--- config.mk ---
export PLATFORM = sky130hd
export DESIGN_NAME = ram_dual_port
export DESIGN_NICKNAME = d
export VERILOG_FILES = /design/src/sam_consts.svh /design/src/sam_pkg.sv /design/src/ram_dual_port.sv
export SDC_FILE = /design/constraint.sdc
export NUM_CORES = 1
export LEC_CHECK = 0
export ABC_AREA = 1
export ABC_CLOCK_PERIOD_IN_PS = 3500
export BUFFER_PORTS_ARGS = -buffer_cell sky130_fd_sc_hd__buf_4
export CAP_MARGIN = 10
export CORE_UTILIZATION = 31
export DETAILED_ROUTE_END_ITERATION = 8
export GPL_ROUTABILITY_DRIVEN = 0
export HOLD_SLACK_MARGIN = 0.03
export PLACE_DENSITY = 0.75
export SLEW_MARGIN = 20
export SYNTH_ARGS = -nofsm -noshare
export SYNTH_HDL_FRONTEND = slang
export SYNTH_SLANG_ARGS = --single-unit
--- constraint.sdc ---
create_clock -name clk24 -period 3.5 [get_ports clk24]
set_input_delay 0.7 -clock clk24 [delete_from_list [all_inputs] [get_ports clk24]]
set_output_delay 0.7 -clock clk24 [all_outputs]
set_load 0.05 [all_outputs]
--- src/sam_consts.svh ---
`ifndef SAM_CONSTS_SVH
`define SAM_CONSTS_SVH

////////////////////////////////////////////////////////////
// ASIC I/O port numbers (low address byte)
////////////////////////////////////////////////////////////
`define SAM_PORT_LMPR   8'd250
`define SAM_PORT_HMPR   8'd251
`define SAM_PORT_VMPR   8'd252
// Border on write and keyboard on read
`define SAM_PORT_BORDER 8'd254

////////////////////////////////////////////////////////////
// Frame timing in clk24 cycles
////////////////////////////////////////////////////////////
`define SAM_LINE_CYCLES 96
`define SAM_FETCH_BYTES 32
// Short frame for simulation
`define SAM_FRAME_LINES 8
`define SAM_INT_CYCLES  16

// ROM0 plus ROM1
`define SAM_ROM_WORDS   32768

`endif

--- src/sam_pkg.sv ---
`default_nettype none

package sam_pkg;

    // Bus widths
    typedef logic [15:0] cpu_addr_t;
    typedef logic [18:0] sram_addr_t;
    typedef logic [7:0]  byte_t;
    // One of 32 pages of 16 KB
    typedef logic [4:0]  page_t;

    // Z80 side of the bus with active low strobes
    typedef struct packed {
        cpu_addr_t addr;
        byte_t     dout;
        logic      mreq_n;
        logic      iorq_n;
        logic      rd_n;
        logic      wr_n;
    } cpu_bus_t;

    // Decoder request into the SRAM arbiter
    typedef struct packed {
        sram_addr_t addr;
        byte_t      wdata;
        logic       rd;
        logic       wr;
    } ram_req_t;

    // Make or break for one matrix position
    typedef struct packed {
        logic [2:0] row;
        logic [2:0] col;
        logic       make;
    } key_event_t;

    // Arbiter slots
    typedef enum logic [1:0] {
        slot_video,
        slot_cpu,
        slot_cpu_done
    } arb_state_t;

endpackage

`default_nettype wire

--- src/ram_dual_port.sv ---
`timescale 1ns/10ps
`default_nettype none

module ram_dual_port (
    input  wire                    clk24,
    input  wire                    reset,
    input  wire                    vid_req,
    input  wire sam_pkg::sram_addr_t vid_addr,
    input  wire sam_pkg::ram_req_t cpu_ram_req,
    input  wire sam_pkg::byte_t    sram_din,
    output logic                   whichturn,
    output sam_pkg::byte_t         vid_rdata,
    output logic                   vid_valid,
    output logic                   cpu_ram_done,
    output sam_pkg::byte_t         cpu_ram_rdata,
    output sam_pkg::sram_addr_t    sram_addr,
    output sam_pkg::byte_t         sram_dout,
    output logic                   sram_we
);
    import sam_pkg::*;

    arb_state_t state;
    logic       cpu_pending;

    assign cpu_pending = cpu_ram_req.rd | cpu_ram_req.wr;

    // Every slot other than slot_cpu belongs to video
    assign whichturn = (state != slot_cpu);
    // Done is a video slot right after a served CPU slot
    assign cpu_ram_done = (state == slot_cpu_done);

    ////////////////////////////////////////////////////////////
    // Slot machine
    ////////////////////////////////////////////////////////////
    always_ff @(posedge clk24) begin
        if (reset) begin
            state <= slot_video;
        end else begin
            case (state)
                slot_cpu: state <= cpu_pending ? slot_cpu_done : slot_video;
                default:  state <= slot_cpu;
            endcase
        end
    end

    // SRAM pins follow the owner of the slot
    assign sram_addr = whichturn ? vid_addr : cpu_ram_req.addr;
    assign sram_dout = cpu_ram_req.wdata;
    assign sram_we   = (state == slot_cpu) && cpu_ram_req.wr;

    // Video return valid in the following cycle
    always_ff @(posedge clk24) begin
        if (reset) begin
            vid_valid <= 1'b0;
        end else begin
            vid_valid <= whichturn && vid_req;
        end
    end

    // Capture async read data at slot end
    always_ff @(posedge clk24) begin
        if (whichturn) begin
            vid_rdata <= sram_din;
        end else if (cpu_ram_req.rd) begin
            cpu_ram_rdata <= sram_din;
        end
    end

endmodule

`default_nettype wire

==> impl_metrics.yaml <==
run_status:
  status: "complete, no violations"
route:
  met3_length_um: 341
  ant_nets: 0
  vias: 1005
  post_drt_wl_per_cell_um: 11.7
  wl_met1_um: 929
  wl_um: 2530
  drc: 0
  dr.pass1.iters: 4
  drtIter0Drc: 15
  maxUsedRoutingLayer: "met3"
  vias_per_cell: 4.65
  met2_length_um: 1260
worst_hold_path:
  hold_path_class: "input pin to flop"
synth:
  synth_flop_cell: "edfxtp_1"
  syn_area_um2: 926
  netlist_instances: 104
  syn_nets: 163
  synth_edf_count: 16
  synthDistinctLibCells: 10
  yosysMostFrequentCell: "nand2_1"
  yosys.area.top_type_share: 0.519
  synth_area_leaders: "edfxtp_1 (52%), nand2_1 (16%), nand3_1 (11%), dfxtp_1 (6.5%), buf_4 (6.5%)"
  synth.ff_latch_count: 19
  avgSynthCellArea_um2: 8.90
  yosys_warnings: 0
  synthArstFlopShare: 0
  synth.largest_area_cell: "edfxtp_1"
  ys_seq_area_frac: 0.584
  ys_top_cells_by_count: "nand2_1 (39), nand3_1 (20), edfxtp_1 (16)"
sta:
  skew_ps: 5.09
  fmax_ghz: 0.416
  hold_violations: 0
  finalCritPeriodShare: 0.687
  period_minus_slack_ps: 2400
  worst_slack_ps: 1100
  tightest_slew_ps: 681
  slew_headroom: 0.544
  final-setup-viol-count: 0
  rsz0062_at_grt: "no"
  final.setup.tns_ps: 0
  finalMaxSlewViolations: 0
critical_path:
  cp_data_required_time_ps: 2800
  arrival_ps: 1700
  end_kind: "primary output"
  worst-path-max-fanout: 31
  reg2reg_setup_slack_ps: 1490
  worst-setup-path-type: "flop to primary output"
  startpoint_type: "flop"
power:
  leakage_uw: 0.000838
  peakVddDrop_mv: 0.299
  powerDensity_nw_per_um2: 416
floorplan:
  ioPinCount: 106
  start_util: 0.333
  die_x_um: 56.7
  coreArea_um2: 2780
  num_rows: 19
  die_h_um: 56.7
  die_area_um2: 3210
placed_design:
  io_buffer_count: 89
  dpl_worst_slack_ps: 1410
  place_hpwl_um: 2060
finish:
  fin_nets: 245
  diodes: 0
  drive_gt1_frac: 0.514
  area_delta_synth_final_pct: 71.1
global_route:
  grt_pass1_wl_um: 3910
  grt_usage: 0.155
  grt_overflow: 0
  antenna_found_initial: 0
  grt_pass1_vias: 903
  grt_max_degree: 32
clocking:
  insertion_delay_ps: 280
  clock_path_buffers: 2
  post_cts_buffers: 0
  hold_buffers: 0
  clk_pin_slew_worst_paths_ps: 100
  cts_tree: "built"
  cts_resized: 0
  cts-htree-levels: 1
  clock-sinks: 19
  clockRootBuffer: "clkbuf_4"
  numCtsBuffers: 3
flow_run:
  drv_cap: 0
-- worst paths after layout --
kind | end | start | depth (start not counted)
hold reg to reg | state[1] | state[0] | 3
setup reg to reg | cpu_ram_rdata[3] | state[1] | 4
hold / removal | state[0] | reset | 2
setup / recovery | sram_addr[0] | state[1] | 6
-- through the flow --
stage / std cells / total power [uW] / util / area [um2] / hold WS, ps
2_1_floorplan: 104 / 478 / - / 926 / 478
3_3_place_gp: 212 / 561 / 0.560 / 1560 / 657
3_5_place_dp: 212 / 564 / 0.560 / 1560 / 667
4_1_cts: 216 / 668 / 0.570 / 1580 / 565
5_1_grt: 216 / 691 / 0.570 / 1580 / 550
6_report: 216 / 659 / 0.570 / 1580 / 577
-- kinds of logic after synthesis --
family | after synthesis | share of synthesized area
simple gates | 66 | 0.297
compound gates | 1 | 0.00540
flops | 19 | 0.584
buf+inv | 18 | 0.114
-- final cells by class --
class                           instances  area (um2)
Clock buffer                            4        26.3
Fill cell                             243        1200
Inverter                                4        15.0
Multi-Input combinational cell         67         280
Sequential cell                        19         541
Tap cell                               31        38.8
Timing Repair Buffer                   91         683
-- routing by layer --
layer  global-route usage  up-vias
met2                0.277       79
met3               0.0576        0
met1                0.171      431
met5                    0        -
li1                     -      495
met4               0.0418        0
-- sequential cells by signal (all words and copies together), names as in the netlist --
name and count:
vid_valid 1, cpu_ram_rdata 8, vid_rdata 8, state 2
-- cell usage in the layout (no fill, tap or decap) --
master and n:
nand2_1 39, clkbuf_1 1, inv_1 4, a21oi_1 1
nor2_1 6, nand3_1 20, nand2_2 1, dfxtp_1 3
buf_4 91, clkbuf_4 3, edfxtp_1 16
-- worst max-delay path: stages, from the launching register on --
cell	delay (ps)
dfxtp_1	320
inv_1	40
buf_4	200
nand2_2	460
nand2_1	110
nand2_1	110
buf_4	200
-- where the power goes --
| part | internal [uW] | switching (uW) |
|---|---|---|
| Clock | 44.2 | 57.0 |
| Combinational | 97.9 | 195 |
| Sequential | 262 | 3.42 |
| Total | 404 | 255 |
No activity file was read; power rests on OpenSTA's default activity.
