## src/sam_consts.svh

```systemverilog
`ifndef SAM_CONSTS_SVH
`define SAM_CONSTS_SVH

////////////////////////////////////////////////////////////
// ASIC I/O port numbers (low address byte)
////////////////////////////////////////////////////////////
`define SAM_PORT_LMPR   8'd250
`define SAM_PORT_HMPR   8'd251
`define SAM_PORT_VMPR   8'd252
// Border on write and keyboard on read
`define SAM_PORT_BORDER 8'd254

////////////////////////////////////////////////////////////
// Frame timing in clk24 cycles
////////////////////////////////////////////////////////////
`define SAM_LINE_CYCLES 96
`define SAM_FETCH_BYTES 32
// Short frame for simulation
`define SAM_FRAME_LINES 8
`define SAM_INT_CYCLES  16

// ROM0 plus ROM1
`define SAM_ROM_WORDS   32768

`endif

```

## src/sam_pkg.sv

```systemverilog
`default_nettype none

package sam_pkg;

    // Bus widths
    typedef logic [15:0] cpu_addr_t;
    typedef logic [18:0] sram_addr_t;
    typedef logic [7:0]  byte_t;
    // One of 32 pages of 16 KB
    typedef logic [4:0]  page_t;

    // Z80 side of the bus with active low strobes
    typedef struct packed {
        cpu_addr_t addr;
        byte_t     dout;
        logic      mreq_n;
        logic      iorq_n;
        logic      rd_n;
        logic      wr_n;
    } cpu_bus_t;

    // Decoder request into the SRAM arbiter
    typedef struct packed {
        sram_addr_t addr;
        byte_t      wdata;
        logic       rd;
        logic       wr;
    } ram_req_t;

    // Make or break for one matrix position
    typedef struct packed {
        logic [2:0] row;
        logic [2:0] col;
        logic       make;
    } key_event_t;

    // Arbiter slots
    typedef enum logic [1:0] {
        slot_video,
        slot_cpu,
        slot_cpu_done
    } arb_state_t;

endpackage

`default_nettype wire

```

## src/sam_bus_decoder.sv

```systemverilog
`timescale 1ns/10ps
`default_nettype none
`include "sam_consts.svh"

module sam_bus_decoder (
    input  wire                  clk24,
    input  wire                  reset,
    input  wire sam_pkg::cpu_bus_t cpu,
    input  wire logic [4:0]      kb_cols,
    input  wire                  cpu_ram_done,
    input  wire sam_pkg::byte_t  cpu_ram_rdata,
    input  wire sam_pkg::byte_t  rom_data,
    output sam_pkg::byte_t       cpu_din,
    output logic                 wait_n,
    output sam_pkg::ram_req_t    cpu_ram_req,
    output logic                 rom_cs,
    output logic [14:0]          rom_addr,
    output logic [7:0]           kb_rows,
    output sam_pkg::page_t       vmpr_page,
    output logic                 beep,
    output logic                 mic
);
    import sam_pkg::*;

    // Decoded strobes
    logic mem_rd;
    logic mem_wr;
    logic io_rd;
    logic io_wr;
    logic active;
    // Set once the current strobe has been served
    logic done;
    // First ROM cycle seen
    logic rom_wait;

    // ASIC registers
    byte_t lmpr;
    byte_t hmpr;
    byte_t vmpr;
    byte_t border;

    logic [1:0] section;
    page_t      page;
    logic       sel_rom;
    byte_t      io_data;

    assign mem_rd = !cpu.mreq_n && !cpu.rd_n;
    assign mem_wr = !cpu.mreq_n && !cpu.wr_n;
    assign io_rd  = !cpu.iorq_n && !cpu.rd_n;
    assign io_wr  = !cpu.iorq_n && !cpu.wr_n;
    assign active = mem_rd | mem_wr | io_rd | io_wr;

    // Stall the CPU until the access completes
    assign wait_n = !(active && !done);

    ////////////////////////////////////////////////////////////
    // Memory paging
    ////////////////////////////////////////////////////////////
    assign section = cpu.addr[15:14];

    always_comb begin
        case (section)
            2'd0:    page = lmpr[4:0];
            2'd1:    page = lmpr[4:0] + 5'd1;
            2'd2:    page = hmpr[4:0];
            default: page = hmpr[4:0] + 5'd1;
        endcase
    end

    // ROM0 over section A unless paged out, ROM1 over section D
    assign sel_rom = ((section == 2'd0) && !lmpr[5]) || ((section == 2'd3) && lmpr[6]);

    assign rom_cs   = (mem_rd | mem_wr) && sel_rom && !done;
    // A15 picks ROM1
    assign rom_addr = {cpu.addr[15], cpu.addr[13:0]};

    always_comb begin
        cpu_ram_req.addr  = {page, cpu.addr[13:0]};
        cpu_ram_req.wdata = cpu.dout;
        cpu_ram_req.rd    = mem_rd && !sel_rom && !done;
        cpu_ram_req.wr    = mem_wr && !sel_rom && !done;
    end

    ////////////////////////////////////////////////////////////
    // I/O side
    ////////////////////////////////////////////////////////////
    // Active low row select from the high address byte
    assign kb_rows   = cpu.addr[15:8];
    assign vmpr_page = vmpr[4:0];
    assign beep      = border[4];
    assign mic       = border[3];

    always_comb begin
        case (cpu.addr[7:0])
            `SAM_PORT_BORDER: io_data = {3'b111, kb_cols};
            `SAM_PORT_LMPR:   io_data = lmpr;
            `SAM_PORT_HMPR:   io_data = hmpr;
            `SAM_PORT_VMPR:   io_data = vmpr;
            // Nothing answers here
            default:          io_data = 8'hff;
        endcase
    end

    // Access sequencing and register writes
    always_ff @(posedge clk24) begin
        if (reset) begin
            done     <= 1'b0;
            rom_wait <= 1'b0;
            lmpr     <= '0;
            hmpr     <= '0;
            vmpr     <= '0;
            border   <= '0;
        end else if (!active) begin
            // Strobes released so arm for the next one
            done     <= 1'b0;
            rom_wait <= 1'b0;
        end else if (!done) begin
            if (io_rd | io_wr) begin
                done <= 1'b1;
                if (io_wr) begin
                    case (cpu.addr[7:0])
                        `SAM_PORT_LMPR:   lmpr   <= cpu.dout;
                        `SAM_PORT_HMPR:   hmpr   <= cpu.dout;
                        `SAM_PORT_VMPR:   vmpr   <= cpu.dout;
                        `SAM_PORT_BORDER: border <= cpu.dout;
                        default:          ;
                    endcase
                end
            end else if (sel_rom) begin
                // ROM data lands one cycle after rom_cs
                rom_wait <= 1'b1;
                if (rom_wait) begin
                    done <= 1'b1;
                end
            end else if (cpu_ram_done) begin
                done <= 1'b1;
            end
        end
    end

    // Read data held for the CPU
    always_ff @(posedge clk24) begin
        if (active && !done) begin
            if (io_rd | io_wr) begin
                if (io_rd) begin
                    cpu_din <= io_data;
                end
            end else if (sel_rom) begin
                cpu_din <= rom_data;
            end else if (cpu_ram_done) begin
                cpu_din <= cpu_ram_rdata;
            end
        end
    end

endmodule

`default_nettype wire

```

## config.mk

```make
export PLATFORM = sky130hd
export DESIGN_NAME = sam_bus_decoder
export DESIGN_NICKNAME = d
export VERILOG_FILES = /design/src/sam_pkg.sv /design/src/sam_bus_decoder.sv
export VERILOG_INCLUDE_DIRS = /design/src
export SDC_FILE = /design/constraint.sdc
export NUM_CORES = 1
export LEC_CHECK = 0
export ABC_AREA = 1
export BUFFER_PORTS_ARGS = -buffer_cell sky130_fd_sc_hd__buf_2
export CAP_MARGIN = 5
export CORE_MARGIN = 5
export CORE_UTILIZATION = 45
export CTS_CLUSTER_DIAMETER = 50
export DETAILED_ROUTE_END_ITERATION = 6
export PLACE_DENSITY = 0.76
export SLEW_MARGIN = 20
export SYNTH_ARGS = -nofsm -noshare
export SYNTH_HDL_FRONTEND = slang
export SYNTH_SLANG_ARGS = --single-unit
```

## constraint.sdc

```tcl
create_clock -name clk24 -period 4.45 [get_ports clk24]
set_input_delay 0.6675 -clock clk24 [delete_from_list [all_inputs] [get_ports clk24]]
set_output_delay 0.6675 -clock clk24 [all_outputs]
set_load 0.03 [all_outputs]
```

==> metrics <==
postcts setup bufs 0; CTS H-tree depth 2; period utilization around three fifths; sequential element share of the synthesized area 30.6%; Worst Path Class, Setup input port to output pin; DP HPWL 4.84 mm; slowest stage delay, CP 0.23 ns; Slowest-stage cell, CP ha_1; crit path DAT 1.92 ns; Finished Layout Cells a little under 500; Worst Hold Path EP vmpr[6]; placed insts 478; Worst Path Required 3.78 ns; GRT overflow 0; via count 2415; Crit. End Element output pin; post-synth top area cell dfxtp_1; CTS buffer count 5; main combinational cell family by area after synthesis simple AND/OR/NAND/NOR gates; die width 86.3 um; most common cell after layout, fill and taps aside buf_2; gpl congestion 0.874; Post-CTS Hold Buffers 0; R2R Path Start lmpr[6]; Tmin final 2.59 ns; Reg2Reg Setup Slack 2.32 ns; Worst R2R End cpu_din[2]; Compound-Gate Fraction of Synth Area 15.9%; Pre-Repair DR Iteration Count 4; Iteration-0 DRC Markers 155; clock transition time at the flip-flop clock pins of the worst setup and hold paths roughly 0.070 ns; metal3 WL ~440 um; layout cells sized above 1 between 30 and 40%; initial antenna violation count 0; CTS root buf clkbuf_8; Worst Tran Pin Value 0.787 ns; Max Cap Viol 0; main area contributors after synthesis dfxtp_1 (21%), buf_4 (15%), nand2_1 (9.3%); worst skew pair latency 0.29 ns; final WL about 6.2 mm; Die H roughly 86 um; hold wc startpoint vmpr[6]; num rows 27; Synth Area in XOR/XNOR 0.334%; critical path cell sequence buf_2, nand2_4, o21ai_1, ha_1, nand3_1, nand2_1, nand3_1, nand2_1, buf_2; detailed-route DRC error count 0; outcome completed; pin count of the biggest net entering global routing 37; Met2 Routed Length 3.21 mm; Max Used Layer met4; Lkg Pwr 0.00132 uW; n_diodes 0; ANT nets after route 0; unique cell type count in the Yosys netlist 32; syn_area_per_cell 7.06 um^2; Fill cells 570; Yosys top cell area share 21.4%; most frequent cells in the layout buf_2 (96), nand2_1 (65), inv_1 (44); Synth Register Bits 36; die footprint 7450 um^2; worst hold path stage count 2; pre-CTS WS 1.78 ns; vias in the first global route 2250; clk sink count 36; DR WL/cell 12.8 um; M1 wire length 2.50 mm; Resize count post-CTS 0; final hold viol count 0; GRT Total Usage between 10% and 20%; CTS Buffer Depth 2; first-pass GRT wire length roughly 9.9 mm; crit start category input port; critical path peak fanout 10; Syn Std Cell Area ~2600 um^2; skew final 0.00725 ns; # nets final 466; post-synthesis simple-gate area fraction between 20 and 30%; Hold Path Class flip-flop to flip-flop; CTS tree done; Slew HR 47.6%; PortBufs 96; post-DR vias/cell 4.98; final setup vio count 0; Final TNS setup 0 ns; peak supply drop slightly below 200 uV; final count of pins violating max slew 0; Post-Synth Adder-Cell Area 0.478%; post-synthesis mux area share 0%; IO Pins 121; Synth Instances roughly 370; worst hold slack 0.449 ns; Post-Synthesis Net Count 424; fmax 386 MHz; PD cells between 200 and 300 nW/um^2; Starting Density 47.0%; Final WS setup 1.86 ns; RSZ-0062 raised after global routing false; Core ar. 5570 um^2; cells on worst reg2reg path 6; Area growth, synth to finish 6.78%; synth warn 0
## worst max-delay path: cells and delay by family
| kind | cells | cell delay, ns |
|---|---|---|
| and+or+nand+nor | 5 | 0.41 |
| adders and majority gates | 1 | 0.23 |
| AOI/OAI and AO/OA | 1 | 0.21 |
| buffers and inverters | 2 | 0.39 |
## synth_stat cells (all sizes together)
cell,count
nand2,71
buf,59
inv,46
o21ai,41
nand3,39
nor2,33
a21oi,28
dfxtp,28
edfxtp,8
nor3,3
o22ai,3
clkbuf,2
nand4,2
nor4,2
o221ai,2
a21o,1
ha,1
o21bai,1
xor2,1
## cell families (layout without fill, tap and decap cells)
group,Yosys count,after routing
buf+inv,107,149
xor+xnor,1,1
fa+ha+maj,1,1
flops,36,36
compound gates,76,76
simple gates,150,150
## final cells by class
cell class	instances	area (um^2)	area share (%)
clock inverters	1	5.00	0.179
clock buffers	6	72.6	2.59
multi-input cells	228	1180	42.0
well taps	72	90.1	3.22
flip-flops and latches	36	801	28.6
repair buffers	96	480	17.2
inverters	46	173	6.17
## state kept, by name (all words and copies together), names as in the netlist
register	count
lmpr	8
hmpr	8
cpu_din	8
border	2
vmpr	8
rom_wait	1
done	1
## worst max-delay path by stage
stage / start / to / slack [ns] / cells after the start
finish: cpu[26] / cpu_ram_req[28] / 1.86 / 9
global route: cpu[27] / cpu_ram_req[28] / 1.70 / 10
CTS: cpu[27] / cpu_ram_req[28] / 1.87 / 10
detailed placement: cpu[26] / cpu_din[2] / 1.78 / 8
global placement: cpu[27] / cpu_ram_req[28] / 1.89 / 10
floorplan: cpu[26] / cpu_ram_req[0] / 1.74 / 6
## report_power, final
part	internal (uW)	total [uW]	leakage [uW]	switching, uW
clock network	106	220	0.0000410	113
registers	344	348	0.000299	3.88
logic	47.0	160	0.000979	113
## layer usage
metal,up-vias,global-route usage [%]
met3,8,3.52
met1,1085,18.1
li1,1243,-
met2,79,30.6
met5,-,0
met4,0,4.82
## stage by stage
stage               utilization, %  area [um^2]  power, uW
finish                        50.2         2800        728
global route                  50.2         2800        760
CTS                           50.2         2800        729
detailed placement            48.8         2720        516
global placement              48.8         2720        514
floorplan                        -         2620        508
Note: power is estimated with default switching activity, not from simulation.
