**src/sam_consts.svh**
```systemverilog
`ifndef SAM_CONSTS_SVH
`define SAM_CONSTS_SVH

////////////////////////////////////////////////////////////
// ASIC I/O port numbers (low address byte)
////////////////////////////////////////////////////////////
`define SAM_PORT_LMPR   8'd250
`define SAM_PORT_HMPR   8'd251
`define SAM_PORT_VMPR   8'd252
// Border on write and keyboard on read
`define SAM_PORT_BORDER 8'd254

////////////////////////////////////////////////////////////
// Frame timing in clk24 cycles
////////////////////////////////////////////////////////////
`define SAM_LINE_CYCLES 96
`define SAM_FETCH_BYTES 32
// Short frame for simulation
`define SAM_FRAME_LINES 8
`define SAM_INT_CYCLES  16

// ROM0 plus ROM1
`define SAM_ROM_WORDS   32768

`endif

```
**src/sam_pkg.sv**
```systemverilog
`default_nettype none

package sam_pkg;

    // Bus widths
    typedef logic [15:0] cpu_addr_t;
    typedef logic [18:0] sram_addr_t;
    typedef logic [7:0]  byte_t;
    // One of 32 pages of 16 KB
    typedef logic [4:0]  page_t;

    // Z80 side of the bus with active low strobes
    typedef struct packed {
        cpu_addr_t addr;
        byte_t     dout;
        logic      mreq_n;
        logic      iorq_n;
        logic      rd_n;
        logic      wr_n;
    } cpu_bus_t;

    // Decoder request into the SRAM arbiter
    typedef struct packed {
        sram_addr_t addr;
        byte_t      wdata;
        logic       rd;
        logic       wr;
    } ram_req_t;

    // Make or break for one matrix position
    typedef struct packed {
        logic [2:0] row;
        logic [2:0] col;
        logic       make;
    } key_event_t;

    // Arbiter slots
    typedef enum logic [1:0] {
        slot_video,
        slot_cpu,
        slot_cpu_done
    } arb_state_t;

endpackage

`default_nettype wire

```
**src/keyboard_matrix.sv**
```systemverilog
`timescale 1ns/10ps
`default_nettype none

module keyboard_matrix (
    input  wire                     clk24,
    input  wire                     reset,
    input  wire                     key_valid,
    input  wire sam_pkg::key_event_t key,
    input  wire logic [7:0]         kb_rows,
    output logic [4:0]              kb_cols
);
    import sam_pkg::*;

    // One bit per key with 1 meaning held
    logic [7:0][4:0] key_down;

    // Columns 5 to 7 do not exist
    always_ff @(posedge clk24) begin
        if (reset) begin
            key_down <= '0;
        end else if (key_valid && (key.col < 3'd5)) begin
            key_down[key.row][key.col] <= key.make;
        end
    end

    // Held keys pull their column low in any selected row
    always_comb begin
        kb_cols = 5'b11111;
        for (int r = 0; r < 8; r++) begin
            if (!kb_rows[r]) begin
                kb_cols = kb_cols & ~key_down[r];
            end
        end
    end

endmodule

`default_nettype wire

```
**config.mk**
```make
export PLATFORM = sky130hd
export DESIGN_NAME = keyboard_matrix
export DESIGN_NICKNAME = d
export VERILOG_FILES = /design/src/sam_consts.svh /design/src/sam_pkg.sv /design/src/keyboard_matrix.sv
export SDC_FILE = /design/constraint.sdc
export NUM_CORES = 1
export LEC_CHECK = 0
export BUFFER_PORTS_ARGS = -buffer_cell sky130_fd_sc_hd__buf_4
export CORE_ASPECT_RATIO = 0.75
export CORE_MARGIN = 5
export CORE_UTILIZATION = 57
export CTS_CLUSTER_DIAMETER = 200
export DETAILED_ROUTE_END_ITERATION = 7
export GPL_TIMING_DRIVEN = 0
export MAX_ROUTING_LAYER = met4
export PLACE_DENSITY = 0.75
export SYNTH_ARGS = -nofsm -noshare
export SYNTH_HDL_FRONTEND = slang
export SYNTH_SLANG_ARGS = --single-unit
```
**constraint.sdc**
```tcl
create_clock -name clk24 -period 1.7 [get_ports clk24]
set_input_delay 0.34 -clock clk24 [delete_from_list [all_inputs] [get_ports clk24]]
set_output_delay 0.34 -clock clk24 [all_outputs]
set_load 0.02 [all_outputs]
```
==> results of run 1 <==
-- power by group through the flow --
stage                     Sequential, uW  Clock (uW)  Combinational, uW
after floorplan                      963           0               76.7
after global placement               964           0                161
after detailed placement             964           0                162
after CTS                            942         667                162
after global routing                 942         712                177
final                                942         667                166
-- worst paths after layout --
path                             start                         to  slack [ps]  cells past startpoint
max           key_down[2]$_SDFFE_PP0P_                 kb_cols[2]          50                      4
min                             key[2]   key_down[5]$_SDFFE_PP0P_         430                      4
max reg2reg  key_down[37]$_SDFFE_PP0P_  key_down[37]$_SDFFE_PP0P_        1080                      2
min reg2reg  key_down[36]$_SDFFE_PP0P_  key_down[36]$_SDFFE_PP0P_         480                      2
-- per-stage QoR --
step | area [sq um] | setup slack, ps | std cells | total power [uW] | hold WS, ps
final | 2450 | 48.6 | 333 | 1770 | 427
after global routing | 2450 | 0.192 | 333 | 1830 | 449
after CTS | 2430 | 43.0 | 333 | 1770 | 425
after detailed placement | 2340 | 219 | 325 | 1130 | 467
after global placement | 2340 | 188 | 325 | 1120 | 463
after floorplan | 2110 | 230 | 251 | 1040 | 452
-- synthesized netlist by cell type (all sizes together) --
| library cell | instances |
|---|---|
| nand2b | 41 |
| dfxtp | 40 |
| inv | 40 |
| mux2i | 40 |
| nand2 | 40 |
| o22ai | 20 |
| clkbuf | 8 |
| nor4 | 5 |
| buf | 4 |
| and3b | 3 |
| nor3b | 3 |
| and4bb | 2 |
| and3 | 1 |
| and4b | 1 |
| nor3 | 1 |
| nor4b | 1 |
| nor4bb | 1 |
-- logic make-up after synthesis --
family / Yosys count / share of synthesized area [%]
AOI/OAI and AO/OA: 20 / 5.93
muxes: 40 / 19.0
DFF: 40 / 38.0
buffers and inverters: 52 / 9.50
and+or+nand+nor: 99 / 27.6
-- worst max-delay path: stages (launching register included) --
cell     delay, ps
dfxtp_1        320
inv_1           50
o22ai_1        110
nor4_1         340
buf_4          210
-- metal layers --
| metal | GRT usage (%) | up-vias |
|---|---|---|
| li1 | - | 873 |
| met1 | 29.8 | 803 |
| met2 | 31.8 | 65 |
| met3 | 4.90 | 8 |
| met4 | 8.02 | 0 |
| met5 | - | - |
-- cell type report --
cell class                 instances  area (sq um)
clock buffer                       6          82.6
sequential                        40           801
inverter                          40           150
timing repair buffer              22           165
buffer                            12          50.0
tap                               52          65.1
fill                             311          1160
clock inverter                     2          10.0
multi-input combinational        159          1130
-- repair_timing --
| action | in CTS | in global routing |
|---|---|---|
| setup endpoints to repair | 0 | 2 |
| endpoints found under the hold margin | 0 | 0 |
| resized for setup | 0 | 3 |
==> metrics.cfg, run 1 <==
[outcome]
status=finished, final reports clean

[place]
io_buffers=22
gp_congestion=0.911
hpwl_um=3690

[sta]
setup_viol=0
rsz0062_at_grt=no
finalCritPeriodShare_pct=97.1
max-slew-margin-rel_pct=56.3
fmax_mhz=606
final_max_slew_viol_count=0
worst_pin_slew_ps=651
worst_clock_skew_ps=0
hold_viol=0
min_period_ps=1650
tns_ps=0

[finish]
fin_util_pct=67.8
syn2layout_area_growth_pct=16.2
largest_reg_flops=40
layout_common_cells=nand2b_1, inv_1, nand2_1, mux2i_1, dfxtp_1
regMostFlops=key_down
largestRegisters=key_down (40)
final_common_cell=nand2b_1
drive_gt1_share_pct=15.3
antennaDiodeCount=0
nets=298

[global_routing]
gr-total-overflow=0
grt_max_degree=13
grt_pass1_vias=1750
track_usage_pct=21.9
antenna_found_initial=0
grt_pass1_wl_um=8340

[clocking]
postCtsSetupBuffers=0
hold_buffers=0
cts-buffers-inserted=5
clkTransAtPathRegs_ps=80
cts_root_buf=clkbuf_8
cts-htree-levels=2
insertion_delay_ps=290
tritoncts=done
clk_path_buf_depth=2
cts.sinks=40

[floorplan]
initial_core_util_pct=58.3
die_w_um=80.2
rows=19
coreArea_sq_mm=0.00361
die_y_um=62.7
die_area_sq_mm=0.00503
num_io_pins=23

[routing]
wl_met2_um=2250
drt_iter0_drc=191
vias=1749
dr.pass1.iters=4
via_per_inst=5.25
totalWireLength_um=5130
wl_met1_um=2420
drtAntennaViolNets=0
drc=0
routed-wl-met3_um=390
highest_layer=met4
wl_per_cell_um=15.4

[logic_synthesis]
synthDistinctLibCells=17
synth.avg_cell_area_sq_um=8.40
netlist_area_sq_mm=0.00211
ys_seq_area_share_pct=38.0
syn_nets=269
yosys.area.top_type=dfxtp_1
ys_warn_count=0
synthTopCellsByArea=dfxtp_1, mux2i_1, nand2b_1, inv_1, nand2_1
ys_ff_latch=40
syn_inst=251
synth_top_area_share_pct=38.0

[power]
power.share.clock_pct=37.6
max-vdd-ir-drop_uv=696
switching_share_pct=24.8
p_sw_uw=440
seqPwrFrac_pct=53.1
p_leak_uw=0.00107
combPwrFrac_pct=9.3
intPower_uw=1330
p_per_area_mw_per_mm2=724

[flow_run]
drv_cap=0

[critical_path]
path_max_fanout=2
cp_data_arrival_time_ps=1310
crit_path_end_kind=output port
startpoint_type=flop
crit_required_ps=1360
critPathKind=flop to output port

[min_path]
hold_path_class=input port to flop

Note: power is estimated with default switching activity, not from simulation.
==> run 2: changes to the inputs <==
--- a/config.mk
+++ b/config.mk
@@ -9,7 +9,7 @@
 export CORE_ASPECT_RATIO = 0.75
 export CORE_MARGIN = 5
 export CORE_UTILIZATION = 57
-export CTS_CLUSTER_DIAMETER = 200
+export CTS_CLUSTER_DIAMETER = 80
 export DETAILED_ROUTE_END_ITERATION = 7
 export GPL_TIMING_DRIVEN = 0
 export MAX_ROUTING_LAYER = met4
==> constraint.sdc (replaced) <==
create_clock -name clk24 -period 1.7 [get_ports clk24]
set_input_delay 0.255 -clock clk24 [delete_from_list [all_inputs] [get_ports clk24]]
set_output_delay 0.255 -clock clk24 [all_outputs]
set_load 0.02 [all_outputs]
==> metrics.cfg, run 2 (same netlist as run 1, synthesis figures left out) <==
[outcome]
status=finished, final reports clean

[sta]
tns_ps=0
finalCritPeriodShare_pct=91.5
final_max_slew_viol_count=0
fmax_mhz=643
max-slew-margin-rel_pct=56.0
setup_viol=0
min_period_ps=1550
rsz0062_at_grt=no
layout_setup_ws_ps=145
hold_viol=0
worst_pin_slew_ps=655
worst_clock_skew_ps=0

[critical_path]
crit_path_end_kind=output port
reg2regPathDepth=2
startpoint_type=flop
path_max_fanout=2
critPathKind=flop to output port
cp_data_arrival_time_ps=1300
crit_required_ps=1440

[finish]
syn2layout_area_growth_pct=15.6
nets=298
largestRegisters=key_down (40)
largest_reg_flops=40
drive_gt1_share_pct=14.6
final_common_cell=nand2b_1
regMostFlops=key_down
layout_common_cells=nand2b_1, inv_1, nand2_1, mux2i_1, dfxtp_1
antennaDiodeCount=0
fin_util_pct=67.5
stdcell_count=333

[routing]
wl_per_cell_um=15.3
vias=1775
drc=0
via_per_inst=5.33
drt_iter0_drc=201
drtAntennaViolNets=0
totalWireLength_um=5080
dr.pass1.iters=5

[place]
place_ws_ps=304
dp_cells=325
io_buffers=22
hpwl_um=3690
gp_congestion=0.911

[power]
seqPwrFrac_pct=53.3
p_per_area_mw_per_mm2=725
p_leak_uw=0.00107
p_sw_uw=432
power.total_uw=1770
max-vdd-ir-drop_uv=697
combPwrFrac_pct=9.3
power.share.clock_pct=37.4
intPower_uw=1330
switching_share_pct=24.5

[clocking]
cts_root_buf=clkbuf_8
clk_path_buf_depth=2
cts-buffers-inserted=5
insertion_delay_ps=290
tritoncts=done
cts.sinks=40
cts-htree-levels=2
clkTransAtPathRegs_ps=80

[global_routing]
grt_pass1_wl_um=8340
gr-total-overflow=0
antenna_found_initial=0
track_usage_pct=21.9
grt_pass1_vias=1750
grt_max_degree=13

[floorplan]
rows=19
die_area_sq_mm=0.00503
initial_core_util_pct=58.3
num_io_pins=23
die_w_um=80.2
die_y_um=62.7
coreArea_sq_mm=0.00361

[min_path]
hold_path_class=input port to flop
whs_path_depth=4

[flow_run]
drv_cap=0

-- run 2: changes by cell type in the layout (fill, tap and decap cells not counted) --
| cell | previous run | this run |
|---|---|---|
| nor4_2 | 2 | 1 |
| o22ai_2 | 1 | 0 |
| nor4_1 | 3 | 4 |
| o22ai_1 | 19 | 20 |
-- run 2: final timing paths --
check,slack (ps),end,from
max,150,kb_cols[4],key_down[9]$_SDFFE_PP0P_
min,350,key_down[20]$_SDFFE_PP0P_,key[2]
max reg2reg,1080,key_down[26]$_SDFFE_PP0P_,key_down[26]$_SDFFE_PP0P_
min reg2reg,480,key_down[36]$_SDFFE_PP0P_,key_down[36]$_SDFFE_PP0P_
-- run 2: area by class of cell --
type	instances	area, sq um
Buffer	12	50.0
Timing Repair Buffer	22	165
Multi-Input combinational cell	159	1110
Inverter	40	150
Tap cell	52	65.1
Sequential cell	40	801
Fill cell	314	1180
Clock inverter	2	10.0
Clock buffer	6	82.6
-- run 2: power groups by stage --
stage / sequential, uW / clock [uW] / combinational (uW)
floorplan: 963 / 0 / 76.7
global placement: 964 / 0 / 161
detailed placement: 964 / 0 / 162
CTS: 942 / 667 / 162
global route: 942 / 712 / 176
finish: 942 / 661 / 164
-- run 2: stage by stage --
stage | area [sq um] | hold WS, ps
6_report | 2440 | 348
2_1_floorplan | 2110 | 452
3_5_place_dp | 2340 | 467
5_1_grt | 2440 | 364
3_3_place_gp | 2340 | 463
4_1_cts | 2430 | 340
-- run 2: what timing repair did --
item | CTS | global route
endpoints found under the setup margin | 0 | 1
hold buffers | 0 | 0
gates resized for setup | 0 | 1
buffers inserted | 0 | 0
-- run 2: worst max-delay path, cell delays in order (launching register included) --
cell     delay [ps]
dfxtp_1         320
inv_1            50
o22ai_1         110
nor4_1          320
buf_4           200
-- run 2: metal layers --
metal	up-vias	share of wire, %	track usage [%]	wire (um)
li1	871	-	-	-
met1	833	48	29.8	2420
met2	63	45	31.8	2280
met3	8	6.1	4.90	311
met4	0	1.3	8.02	65
met5	-	0	-	0
==> run 3: changes to the inputs <==
==> constraint.sdc (replaced) <==
create_clock -name clk24 -period 1.7 [get_ports clk24]
set_input_delay 0.255 -clock clk24 [delete_from_list [all_inputs] [get_ports clk24]]
set_output_delay 0.255 -clock clk24 [all_outputs]
set_load 0.005 [all_outputs]
==> metrics.cfg, run 3 (same netlist as run 1, synthesis figures left out) <==
[finish]
final-seq-area_sq_um=801
largest_reg_flops=40
final_common_cell=nand2b_1
largestRegisters=key_down (40)
antennaDiodeCount=0
drive_gt1_share_pct=14.2
postLayoutCellArea_sq_mm=0.00243
fill_cells=315
regMostFlops=key_down
syn2layout_area_growth_pct=15.3
multi_input_area_sq_mm=0.00111
layout_common_cells=nand2b_1, inv_1, nand2_1, mux2i_1, dfxtp_1
nets=298

[critical_path]
path_buf_inv=2
crit_start=key_down[8]$_SDFFE_PP0P_
startpoint_type=flop
path_max_fanout=2
r2r_start=key_down[26]$_SDFFE_PP0P_
slowest_delay_ps=350
crit_path_end_kind=output port
crit_required_ps=1440
cp_slowest_cell=nor4_1
cp_top_family=simple AND/OR/NAND/NOR gates
cp_data_arrival_time_ps=1300
worst-r2r-setup-slack_ps=1080
path_cells=inv_1 -> o22ai_1 -> nor4_1 -> buf_4
critPathKind=flop to output port

[floorplan]
initial_core_util_pct=58.3
num_io_pins=23
die_area_sq_mm=0.00503
rows=19
die_w_um=80.2
coreArea_sq_mm=0.00361
die_y_um=62.7

[min_path]
hp-start=key[2]
hold_path_class=input port to flop

[sta]
final_max_slew_viol_count=0
finalCritPeriodShare_pct=91.4
max-slew-margin-rel_pct=55.8
worst_clock_skew_ps=0
tns_ps=0
min_period_ps=1550
rsz0062_at_grt=no
fmax_mhz=644
worst_pin_slew_ps=659
setup_viol=0
hold_viol=0
layout_setup_ws_ps=147

[routing]
drc=0
drt_iter0_drc=203
drtAntennaViolNets=0
wl_per_cell_um=15.3
vias=1752
via_per_inst=5.26
dr.pass1.iters=4
totalWireLength_um=5090

[clocking]
clk_path_buf_depth=2
postCtsSetupBuffers=0
cts.sinks=40
cts-htree-levels=2
cts_root_buf=clkbuf_8
tritoncts=done
hold_buffers=0
clkTransAtPathRegs_ps=80
cts-resized-gates=0
insertion_delay_ps=280
cts-buffers-inserted=5

[global_routing]
grt_pass1_vias=1750
track_usage_pct=21.9
grt_max_degree=13
gr-total-overflow=0
antenna_found_initial=0
grt_pass1_wl_um=8340

[place]
dpl_cell_area_sq_mm=0.00234
hpwl_um=3690
gp_congestion=0.911
io_buffers=22
place_ws_ps=304

[flow_run]
drv_cap=0

[power]
max-vdd-ir-drop_uv=696
p_per_area_mw_per_mm2=726
p_leak_uw=0.00107

[outcome]
status=finished, final reports clean

## run 3: per-layer routing
layer | global-route usage (%) | share of wire (%) | up-vias
li1 | - | - | 870
met1 | 29.8 | 47 | 809
met2 | 31.8 | 43 | 64
met3 | 4.90 | 8.8 | 9
met4 | 8.02 | 1.1 | 0
met5 | - | 0 | -
## run 3: final timing paths
path | to | depth (start not counted)
max | kb_cols[3] | 4
min | key_down[20]$_SDFFE_PP0P_ | 4
max reg2reg | key_down[26]$_SDFFE_PP0P_ | 2
min reg2reg | key_down[30]$_SDFFE_PP0P_ | 2
## run 3: cell type report
type,count,share of cell area [%]
Clock buffer,6,3.40
Tap cell,52,2.68
Sequential cell,40,32.9
Clock inverter,2,0.412
Multi-Input combinational cell,159,45.5
Timing Repair Buffer,22,6.79
Inverter,40,6.18
Buffer,12,2.06
## run 3: through the flow
stage,hold slack (ps),utilization [%],cells,total power [uW]
2_1_floorplan,452,-,251,1040
3_3_place_gp,463,64.7,325,1120
3_5_place_dp,467,64.7,325,1120
4_1_cts,340,67.3,333,1770
5_1_grt,364,67.3,333,1830
6_report,347,67.3,333,1760
## run 3: power by group
group	internal [uW]	switching (uW)
registers	940	1.96
logic	70.3	91.8
clock network	324	336
## run 3: worst reg2reg max path, cell delays in order, from the launching register on
cell and delay, ps:
dfxtp_1 330, nand2b_1 60, mux2i_1 150
