**config.mk**
```make
export PLATFORM = sky130hd
export DESIGN_NAME = video_fetch
export DESIGN_NICKNAME = d
export VERILOG_FILES = /design/src/sam_pkg.sv /design/src/video_fetch.sv
export VERILOG_INCLUDE_DIRS = /design/src
export SDC_FILE = /design/constraint.sdc
export NUM_CORES = 1
export LEC_CHECK = 0
export ABC_AREA = 1
export BUFFER_PORTS_ARGS = -buffer_cell sky130_fd_sc_hd__buf_2
export CORE_ASPECT_RATIO = 1.4
export CORE_UTILIZATION = 47
export CTS_BUF_LIST = sky130_fd_sc_hd__clkbuf_8
export DETAILED_ROUTE_END_ITERATION = 16
export PLACE_DENSITY = 0.78
export SLEW_MARGIN = 20
export SYNTH_ARGS = -nofsm -noshare
export SYNTH_HDL_FRONTEND = slang
export SYNTH_SLANG_ARGS = --single-unit
```
**constraint.sdc**
```tcl
create_clock -name clk24 -period 1.6 [get_ports clk24]
set_clock_uncertainty 0.15 [all_clocks]
set_input_delay 0.16 -clock clk24 [delete_from_list [all_inputs] [get_ports clk24]]
set_output_delay 0.16 -clock clk24 [all_outputs]
set_load 0.03 [all_outputs]
```
**src/sam_consts.svh**
```systemverilog
`ifndef SAM_CONSTS_SVH
`define SAM_CONSTS_SVH

////////////////////////////////////////////////////////////
// ASIC I/O port numbers (low address byte)
////////////////////////////////////////////////////////////
`define SAM_PORT_LMPR   8'd250
`define SAM_PORT_HMPR   8'd251
`define SAM_PORT_VMPR   8'd252
// Border on write and keyboard on read
`define SAM_PORT_BORDER 8'd254

////////////////////////////////////////////////////////////
// Frame timing in clk24 cycles
////////////////////////////////////////////////////////////
`define SAM_LINE_CYCLES 96
`define SAM_FETCH_BYTES 32
// Short frame for simulation
`define SAM_FRAME_LINES 8
`define SAM_INT_CYCLES  16

// ROM0 plus ROM1
`define SAM_ROM_WORDS   32768

`endif

```
**src/sam_pkg.sv**
```systemverilog
`default_nettype none

package sam_pkg;

    // Bus widths
    typedef logic [15:0] cpu_addr_t;
    typedef logic [18:0] sram_addr_t;
    typedef logic [7:0]  byte_t;
    // One of 32 pages of 16 KB
    typedef logic [4:0]  page_t;

    // Z80 side of the bus with active low strobes
    typedef struct packed {
        cpu_addr_t addr;
        byte_t     dout;
        logic      mreq_n;
        logic      iorq_n;
        logic      rd_n;
        logic      wr_n;
    } cpu_bus_t;

    // Decoder request into the SRAM arbiter
    typedef struct packed {
        sram_addr_t addr;
        byte_t      wdata;
        logic       rd;
        logic       wr;
    } ram_req_t;

    // Make or break for one matrix position
    typedef struct packed {
        logic [2:0] row;
        logic [2:0] col;
        logic       make;
    } key_event_t;

    // Arbiter slots
    typedef enum logic [1:0] {
        slot_video,
        slot_cpu,
        slot_cpu_done
    } arb_state_t;

endpackage

`default_nettype wire

```
**src/video_fetch.sv**
```systemverilog
`timescale 1ns/10ps
`default_nettype none
`include "sam_consts.svh"

module video_fetch (
    input  wire                  clk24,
    input  wire                  reset,
    input  wire sam_pkg::page_t  vmpr_page,
    input  wire                  whichturn,
    input  wire sam_pkg::byte_t  vid_rdata,
    input  wire                  vid_valid,
    output logic                 vid_req,
    output sam_pkg::sram_addr_t  vid_addr,
    output sam_pkg::byte_t       video_byte,
    output logic                 video_valid,
    output logic                 int_n
);
    import sam_pkg::*;

    localparam int COL_W  = $clog2(`SAM_LINE_CYCLES);
    localparam int LINE_W = $clog2(`SAM_FRAME_LINES);

    logic [COL_W-1:0]  col_cnt;
    logic [COL_W-1:0]  col_next;
    logic [LINE_W-1:0] line_cnt;
    logic [LINE_W-1:0] line_next;
    logic              fetch_window;

    ////////////////////////////////////////////////////////////
    // Beam counters
    ////////////////////////////////////////////////////////////
    always_comb begin
        col_next  = col_cnt + 1'b1;
        line_next = line_cnt;
        if (col_cnt == COL_W'(`SAM_LINE_CYCLES - 1)) begin
            col_next = '0;
            if (line_cnt == LINE_W'(`SAM_FRAME_LINES - 1)) begin
                line_next = '0;
            end else begin
                line_next = line_cnt + 1'b1;
            end
        end
    end

    // Reset parks at frame end so line 0 starts right after
    always_ff @(posedge clk24) begin
        if (reset) begin
            col_cnt  <= COL_W'(`SAM_LINE_CYCLES - 1);
            line_cnt <= LINE_W'(`SAM_FRAME_LINES - 1);
            int_n    <= 1'b1;
        end else begin
            col_cnt  <= col_next;
            line_cnt <= line_next;
            // Low through the first cycles of line 0
            int_n    <= !((line_next == '0) && (col_next < COL_W'(`SAM_INT_CYCLES)));
        end
    end

    // One byte per slot pair in the fetch window
    assign fetch_window = (col_cnt < COL_W'(`SAM_FETCH_BYTES * 2));
    assign vid_req      = whichturn && fetch_window;

    // Page base plus line stride plus byte index
    assign vid_addr = {vmpr_page, 14'd0}
                    + sram_addr_t'(line_cnt) * sram_addr_t'(`SAM_FETCH_BYTES)
                    + sram_addr_t'(col_cnt >> 1);

    // Returns arrive in request order
    always_ff @(posedge clk24) begin
        if (reset) begin
            video_valid <= 1'b0;
        end else begin
            video_valid <= vid_valid;
        end
    end

    always_ff @(posedge clk24) begin
        if (vid_valid) begin
            video_byte <= vid_rdata;
        end
    end

endmodule

`default_nettype wire
```
==> flow_summary.json, run 1 <==
{
  "outcome": "finished clean",
  "remaining_drc_errors": 0,
  "yosysWarnings": 0,
  "postRouteAntennaNets": 0,
  "power_density_mw_per_mm2": 2130,
  "path_max_fanout": 2,
  "synthSimpleGateAreaFrac_pct": 21.5,
  "yosysTopAreaCell": "dfxtp_1",
  "total_power_mw": 2.66,
  "setup_tns_ns": 0,
  "hold_path.class": "input port to flip-flop",
  "die_area_mm2": 0.00223,
  "reg2reg_from": "line_cnt[0]",
  "reg2regPathDepth": 7,
  "viasPerCell": 4.83,
  "antenna_found_initial": 0,
  "critical-path-max-stage-delay_ns": 0.36,
  "std_cell_rows": 19,
  "crit_top_cell": "ha_4",
  "layout_common_cells": "buf_2, nand2_1, dfxtp_1",
  "r2r_slack_ns": 0.11,
  "layout.cell_area.non_filler_mm2": 0.00125,
  "synth-xor-area-share_pct": 1.83,
  "critPathBufInv": 1,
  "hold_ws_ns": 0.0615,
  "synthAdderAreaFrac_pct": 6.53,
  "finalHoldViolCount": 0,
  "final_common_cell": "buf_2",
  "grt_pass1_vias": 797,
  "cts_buffers": 3,
  "grt_pass1_wl_mm": 3.28,
  "die_x_um": 40.2,
  "p_comb_share_pct": 56.0,
  "drive_gt1_share_pct": 40.3,
  "synth_seq_cells": 20,
  "floorplan.initialDensity_pct": 49.2,
  "async_flop_share_pct": 0,
  "p_int_mw": 1.42,
  "layout_worst_path_cycle_share_pct": 98.1,
  "synth_area_um2": 958,
  "critPathRequiredTime_ns": 1.29,
  "first_pass_iters": 4,
  "port_buffers": 31,
  "post_drt_wl_per_cell_um": 13.4,
  "power.net_switching_mw": 1.24,
  "leakage_nw": 0.600,
  "synth_seq_area_share_pct": 50.1,
  "cp_top_family": "flip-flops",
  "synth_top_area_share_pct": 25.1,
  "p_sw_share_pct": 46.6,
  "cp-endpoint": "vid_addr[7]",
  "die_h_um": 55.4,
  "cts_buffer_depth": 2,
  "cap_violations": 0,
  "h-tree-depth": 1,
  "crit_path_cell_trace": "ha_4 > ha_4 > xor2_2 > buf_6",
  "fin_crit_ns": 1.57,
  "end_kind": "output port",
  "synth_edf_count": 8,
  "vias": 749,
  "yosysUniqueCellTypes": 24,
  "clockRootBuffer": "clkbuf_8",
  "vdd_ir_drop_max_mv": 1.10,
  "critPathKind": "flip-flop to output port",
  "fmax_mhz": 637,
  "clk_pin_slew_ns": 0.07,
  "r2r-end": "int_n",
  "drv_slew": 0,
  "critical_path_arrival_ns": 1.26,
  "ys_top_cells_by_area": "dfxtp_1, edfxtp_1, buf_4",
  "clock_sinks": 20,
  "diodes": 0,
  "gp_congestion": 0.882,
  "setup_viol": 0,
  "dr.first_iter.drc_count": 13,
  "p_seq_share_pct": 30.0,
  "cts_tree": "built",
  "ios": 47,
  "synth_top_family_by_area": "simple AND/OR/NAND/NOR gates",
  "final_nets": 157,
  "worst_setup_path_start_kind": "flip-flop",
  "synthMuxAreaShare_pct": 0,
  "cp_num_cells": 4,
  "wl_mm": 2.07,
  "dpl.hpwl_mm": 1.46,
  "placed_area_mm2": 0.00104,
  "clk_latency_ns": 0.26,
  "grt_start_max_net_pins": 12,
  "grt-ovfl-total": 0,
  "ys.flop_type": "dfxtp_1",
  "synth_compound_area_share_pct": 3.52,
  "grt_usage_pct": 21.6,
  "core_mm2": 0.00195,
  "postSynthCellCount": 99,
  "fin_util_pct": 64.1,
  "p_clk_share_pct": 14.0,
  "synth.avg_cell_area_um2": 9.68,
  "area_growth_pct": 30.4,
  "cp_slowest_cell": "dfxtp_4",
  "critical_path.startpoint": "col_cnt[6]"
}
## repair_timing
item / 4_1_cts / 5_1_grt
pin swaps: 0 / 0
setup buffers: 2 / 0
hold buffers: 9 / 0
endpoints found under the setup margin: 2 / 2
hold endpoints to repair: 11 / 0
gates resized for setup: 9 / 2
cloned: 0 / 0
## layout make-up
cell class	instances	area (µm²)
multi-input cells	57	375
fillers	166	699
well taps	21	26.3
flip-flops and latches	20	485
clock buffers	4	55.1
repair buffers	42	267
inverters	11	41.3
## power by group through the flow
stage | clock network [mW] | logic, mW | registers [mW]
final | 0.372 | 1.49 | 0.798
after global routing | 0.402 | 1.63 | 0.813
after CTS | 0.381 | 1.45 | 0.784
after detailed placement | 0 | 1.26 | 0.796
after global placement | 0 | 1.21 | 0.785
after floorplan | 0 | 1.05 | 0.795
## worst min-delay path, delay by kind of cell
family | cells | cell delay (ns)
buffers and inverters | 2 | 0.24
and+or+nand+nor | 1 | 0.03
## worst min path at each step
stage,startpoint,end,cells past startpoint
2_1_floorplan,reset,video_valid,1
3_3_place_gp,vmpr_page[0],vid_addr[14],0
3_5_place_dp,vmpr_page[0],vid_addr[14],0
4_1_cts,vid_valid,video_valid,3
5_1_grt,vid_valid,video_valid,3
6_report,vid_valid,video_valid,3
## sequential cells by signal (all words and copies together), names as in the netlist
signal	count
video_byte	8
col_cnt	7
line_cnt	3
int_n	1
video_valid	1
## layer usage
| layer | up-vias | global-route usage, % | wire length [µm] |
|---|---|---|---|
| met5 | - | 0 | 0 |
| met1 | 341 | 23.2 | 771 |
| met2 | 35 | 35.5 | 1120 |
| li1 | 368 | - | - |
| met3 | 5 | 3.21 | 133 |
| met4 | 0 | 14.8 | 48 |
## per-stage QoR
stage / setup slack (ns) / cells
after floorplan: 0.0716 / 103
after global placement: 0.177 / 140
after detailed placement: 0.0355 / 140
after CTS: 0.00592 / 155
after global routing: -0.00535 / 155
final: 0.0312 / 155
## cells in the mapped netlist, types with 2 or more instances
cell,number
dfxtp_1,12
o21ai_0,2
inv_2,2
nor2_4,2
edfxtp_1,8
o21ai_1,2
buf_4,15
nand3_1,5
inv_1,9
nand3_2,4
nand2_1,14
ha_1,5
nor2_1,8
## cell families (layout without fill, tap and decap cells)
| group | after synthesis | count (layout) |
|---|---|---|
| other cells | 1 | 5 |
| fa+ha+maj | 5 | 5 |
| simple gates | 39 | 39 |
| compound gates | 6 | 6 |
| xor+xnor | 2 | 2 |
| flops | 20 | 20 |
| buf+inv | 26 | 57 |
(Power assumes the default switching activity.)
==> inputs of run 2 (changes only) <==
--- a/config.mk
+++ b/config.mk
@@ -9,10 +9,10 @@
 export ABC_AREA = 1
 export BUFFER_PORTS_ARGS = -buffer_cell sky130_fd_sc_hd__buf_2
 export CORE_ASPECT_RATIO = 1.4
-export CORE_UTILIZATION = 47
+export CORE_UTILIZATION = 30
 export CTS_BUF_LIST = sky130_fd_sc_hd__clkbuf_8
 export DETAILED_ROUTE_END_ITERATION = 16
-export PLACE_DENSITY = 0.78
+export PLACE_DENSITY = 0.52
 export SLEW_MARGIN = 20
 export SYNTH_ARGS = -nofsm -noshare
 export SYNTH_HDL_FRONTEND = slang
==> run 2 against run 1 <==
Compared with the run above: flip-flop and latch count did not move; clock power shrank 13%; die area rose by 54%; clock-buffer cell count shrank 1; routed wire length shrank 9.9%; via count down 4.4%; first-iteration DRC count shrank 46%; critical path depth fell by 1; total power shrank 7.5%; cell count is 10% higher; worst hold slack better by 0.0047 ns.
==> flow_summary.json, run 2 (same netlist as run 1, synthesis figures left out) <==
{
  "cts_buffer_depth": 2,
  "gp_congestion": 0.773,
  "ios": 47,
  "std_cell_rows": 23,
  "top_usage_layer": "met2",
  "post_drt_wl_per_cell_um": 10.9,
  "drive_gt1_share_pct": 39.6,
  "grt_start_max_net_pins": 12,
  "path_max_fanout": 2,
  "grt_pass1_wl_mm": 2.98,
  "layout_worst_path_cycle_share_pct": 97.7,
  "critPathKind": "flip-flop to output port",
  "regMostFlops": "video_byte",
  "cts_tree": "built",
  "layout.cell_area.non_filler_mm2": 0.00124,
  "globalRouteMet2Util_pct": 21.8,
  "hold_ws_ns": 0.0662,
  "postRouteAntennaNets": 0,
  "first_pass_iters": 4,
  "remaining_drc_errors": 0,
  "layout_common_cells": "buf_2, nand2_1, dfxtp_1",
  "vias": 716,
  "grt-ovfl-total": 0,
  "setup_tns_ns": 0,
  "grt_util_met3_pct": 2.41,
  "worst_setup_path_start_kind": "flip-flop",
  "final_cells": 171,
  "die_x_um": 49.8,
  "critical-path-max-stage-delay_ns": 0.36,
  "critPathRequiredTime_ns": 1.29,
  "antenna_found_initial": 0,
  "clockRootBuffer": "clkbuf_8",
  "hold_path.class": "input port to flip-flop",
  "viasPerCell": 4.19,
  "finalHoldViolCount": 0,
  "die_h_um": 68.9,
  "area_growth_pct": 29.5,
  "grt_usage_pct": 12.3,
  "floorplan.initialDensity_pct": 32.3,
  "num-fill-cells": 286,
  "wl_mm": 1.87,
  "power_density_mw_per_mm2": 1980,
  "cap_violations": 0,
  "placed_area_mm2": 0.00107,
  "setup_viol": 0,
  "use_met1_pct": 12.8,
  "top_regs": "video_byte (8), col_cnt (7), line_cnt (3)",
  "largest_reg_flops": 8,
  "final_common_cell": "buf_2",
  "core_mm2": 0.00296,
  "clock_sinks": 20,
  "port_buffers": 31,
  "dp_cells": 157,
  "dpl.hpwl_mm": 1.42,
  "dr.first_iter.drc_count": 7,
  "total_power_mw": 2.46,
  "critical_path_arrival_ns": 1.25,
  "cp_slowest_cell": "dfxtp_4",
  "drv_slew": 0,
  "fmax_mhz": 640,
  "vdd_ir_drop_max_mv": 0.944,
  "outcome": "finished clean",
  "clk_latency_ns": 0.25,
  "leakage_nw": 0.587,
  "fin_crit_ns": 1.56,
  "die_area_mm2": 0.00343,
  "crit_path_cell_trace": "ha_4 > ha_2 > buf_2",
  "cts_buffers": 3,
  "grt_pass1_vias": 712,
  "final_nets": 157,
  "clk_pin_slew_ns": 0.07,
  "end_kind": "output port",
  "h-tree-depth": 1,
  "diodes": 0
}
[run 2: cell count changes in the layout (fill, tap and decap cells not counted), sizes merged]
cell | before | now
clkbuf | 4 | 3
clkinv | 0 | 1
[run 2: path summary, 6_finish.rpt]
path,startpoint,end,slack (ns),cells past startpoint
max reg2reg,line_cnt[0],int_n,0.11,7
min reg2reg,col_cnt[0],col_cnt[0],0.36,1
max,line_cnt[0],vid_addr[6],0.04,3
min,vid_valid,video_valid,0.07,3
[run 2: through the flow]
step | setup WS [ns] | util (%)
detailed placement | 0.0987 | 36.1
floorplan | 0.0716 | -
global placement | 0.138 | 36.1
CTS | -0.00519 | 41.1
finish | 0.0371 | 41.9
global route | -0.0104 | 41.9
[run 2: repair_timing]
item / CTS / global route
hold buffers: 9 / 0
setup buffers: 1 / 0
gates resized for setup: 3 / 6
hold endpoints to repair: 11 / 0
endpoints found under the setup margin: 1 / 3
[run 2: metal layers]
metal	up-vias	wire, µm
met2	27	942
met1	318	765
met3	4	116
met5	-	0
met4	0	44
li1	367	-
[run 2: where the power goes]
| part | switching (mW) | internal (mW) | leakage (nW) |
|---|---|---|---|
| Sequential | 0.123 | 0.659 | 0.177 |
| Combinational | 0.878 | 0.478 | 0.387 |
| Clock | 0.152 | 0.171 | 0.0231 |
| Total | 1.15 | 1.31 | 0.587 |
[run 2: final cells by class]
cell class / count / area [µm²] / area share (%)
clock buffers: 3 / 41.3 / 3.33
clock inverters: 1 / 3.75 / 0.302
inverters: 11 / 41.3 / 3.33
multi-input cells: 57 / 360 / 29.0
flip-flops and latches: 20 / 485 / 39.1
well taps: 37 / 46.3 / 3.73
repair buffers: 42 / 263 / 21.2
[run 2: critical path: cells and delay by family (launching register included)]
kind / cells / cell delay, ns
adder cells (fa/ha/maj): 2 / 0.45
buffers and inverters: 1 / 0.19
flip-flops: 1 / 0.36
==> inputs of run 3 (changes only) <==
--- a/config.mk
+++ b/config.mk
@@ -9,10 +9,10 @@
 export ABC_AREA = 1
 export BUFFER_PORTS_ARGS = -buffer_cell sky130_fd_sc_hd__buf_2
 export CORE_ASPECT_RATIO = 1.4
-export CORE_UTILIZATION = 30
+export CORE_UTILIZATION = 45
 export CTS_BUF_LIST = sky130_fd_sc_hd__clkbuf_8
 export DETAILED_ROUTE_END_ITERATION = 16
-export PLACE_DENSITY = 0.52
+export PLACE_DENSITY = 0.75
 export SLEW_MARGIN = 20
 export SYNTH_ARGS = -nofsm -noshare
 export SYNTH_HDL_FRONTEND = slang
==> run 3 against run 2 <==
Compared with the run above: combinational power hardly changed; sequential power fell by 0.5%; cell count is 9.4% lower; sequential share of layout area up 0.97 points; largest power group unchanged; cell area decreased by 1.9%; global-route usage grew 7.0 points.
==> flow_summary.json, run 3 (same netlist as run 1, synthesis figures left out) <==
{
  "ff_latch_area_um2": 488,
  "outcome": "finished clean",
  "crit_path_cell_trace": "ha_4 > ha_2 > buf_2",
  "leakage_nw": 0.587,
  "critical_path_arrival_ns": 1.23,
  "placed_area_mm2": 0.00104,
  "layout_common_cells": "buf_2, nand2_1, dfxtp_1",
  "regMostFlops": "video_byte",
  "clk_latency_ns": 0.25,
  "power_density_mw_per_mm2": 2000,
  "reg2reg_from": "line_cnt[0]",
  "core_mm2": 0.00197,
  "vias": 731,
  "rsz0062_at_grt": "no",
  "floorplan.initialDensity_pct": 48.6,
  "r2r-end": "int_n",
  "cp_top_family": "adder cells",
  "clk_pin_slew_ns": 0.07,
  "grt_pass1_wl_mm": 2.98,
  "worst_setup_path_start_kind": "flip-flop",
  "setup_tns_ns": 0,
  "post_drt_wl_per_cell_um": 11.5,
  "path_max_fanout": 2,
  "die_h_um": 56.6,
  "antenna_found_initial": 0,
  "dpl.hpwl_mm": 1.34,
  "total_power_mw": 2.44,
  "wl_met3_um": 97,
  "setup_viol": 0,
  "grt_pass1_vias": 723,
  "met2WireLength_um": 989,
  "first_pass_iters": 2,
  "cts_buffer_depth": 2,
  "holdPathEnd": "video_valid",
  "cp_slowest_cell": "dfxtp_4",
  "end_kind": "output port",
  "hold_path.class": "input port to flip-flop",
  "finalHoldViolCount": 0,
  "critPathBufInv": 1,
  "final_common_cell": "buf_2",
  "area_growth_pct": 27.0,
  "postRouteAntennaNets": 0,
  "wl_met1_um": 652,
  "layout_worst_path_cycle_share_pct": 96.5,
  "ios": 47,
  "grt_usage_pct": 19.3,
  "fmax_mhz": 647,
  "h-tree-depth": 1,
  "critPathKind": "flip-flop to output port",
  "remaining_drc_errors": 0,
  "wl_mm": 1.79,
  "vdd_ir_drop_max_mv": 1.17,
  "die_x_um": 41.0,
  "drv_slew": 0,
  "largest_reg_flops": 8,
  "gp_congestion": 0.781,
  "cap_violations": 0,
  "grt-ovfl-total": 0,
  "layout.cell_area.non_filler_mm2": 0.00122,
  "reg2regPathDepth": 7,
  "critical-path-max-stage-delay_ns": 0.35,
  "r2r_slack_ns": 0.11,
  "fin_util_pct": 61.7,
  "cts_buffers": 3,
  "viasPerCell": 4.72,
  "die_area_mm2": 0.00232,
  "clock_sinks": 20,
  "drive_gt1_share_pct": 38.1,
  "top_regs": "video_byte (8), col_cnt (7), line_cnt (3)",
  "top_layer_used": "met4",
  "diodes": 0,
  "std_cell_rows": 19,
  "port_buffers": 31,
  "final_nets": 157,
  "cts_tree": "built",
  "multi_input_area_um2": 354,
  "critPathRequiredTime_ns": 1.29,
  "clockRootBuffer": "clkbuf_8",
  "hold_depth": 3,
  "worstHoldStart": "vid_valid",
  "grt_start_max_net_pins": 12,
  "dr.first_iter.drc_count": 4,
  "num-fill-cells": 181,
  "fin_crit_ns": 1.54
}
-- run 3: cell count changes in the layout (fill, tap and decap cells not counted) --
| cell | previous run | this run |
|---|---|---|
| ha_1 | 2 | 3 |
| ha_2 | 2 | 1 |
| dfxtp_2 | 1 | 0 |
| o21ai_2 | 2 | 1 |
| o21ai_1 | 1 | 2 |
| dfxtp_4 | 1 | 2 |
-- run 3: report_power, final --
part	switching, mW	total, mW	leakage (nW)	internal (mW)
registers	0.116	0.778	0.178	0.662
logic	0.865	1.33	0.386	0.469
clock network	0.152	0.322	0.0231	0.171
-- run 3: layout make-up --
cell class                 count  share of cell area, %
multi-input combinational     57                   29.1
tap                           21                   2.16
inverter                      11                   3.39
timing repair buffer          42                   21.6
sequential                    20                   40.1
clock inverter                 1                  0.308
clock buffer                   3                   3.39
-- run 3: tightest hold or removal path: stages --
cell and delay (ns):
buf_2 0.16, inv_1 0.07, nor2_1 0.03
-- run 3: what timing repair did --
item | in CTS | in global routing
pin swaps | 0 | 0
gates resized for setup | 5 | 3
setup buffers | 1 | 1
endpoints found under the setup margin | 2 | 2
hold buffers | 9 | 0
hold endpoints to repair | 11 | 0
-- run 3: worst max path at each step --
stage                    start  cells after the start          end  slack (ns)
finish              col_cnt[6]                      3  vid_addr[6]        0.06
global route        col_cnt[2]                      7        int_n       0.002
CTS                 col_cnt[6]                      3  vid_addr[6]      0.0005
detailed placement  col_cnt[6]                      4  vid_addr[7]        0.15
global placement    col_cnt[6]                      4  vid_addr[7]        0.18
floorplan           col_cnt[6]                      3  vid_addr[7]        0.07
-- run 3: routing by layer --
layer	up-vias	GRT usage, %
met3	4	2.37
li1	371	-
met5	-	0
met4	0	11.4
met1	329	20.3
met2	27	33.0
-- run 3: stage by stage --
step                      cells  worst slack [ns]  hold slack, ns
after floorplan             103            0.0716          0.0812
after global placement      140             0.179           0.170
after detailed placement    140             0.146           0.170
after CTS                   154          0.000524          0.0746
after global routing        155           0.00243          0.0909
final                       155            0.0556          0.0689
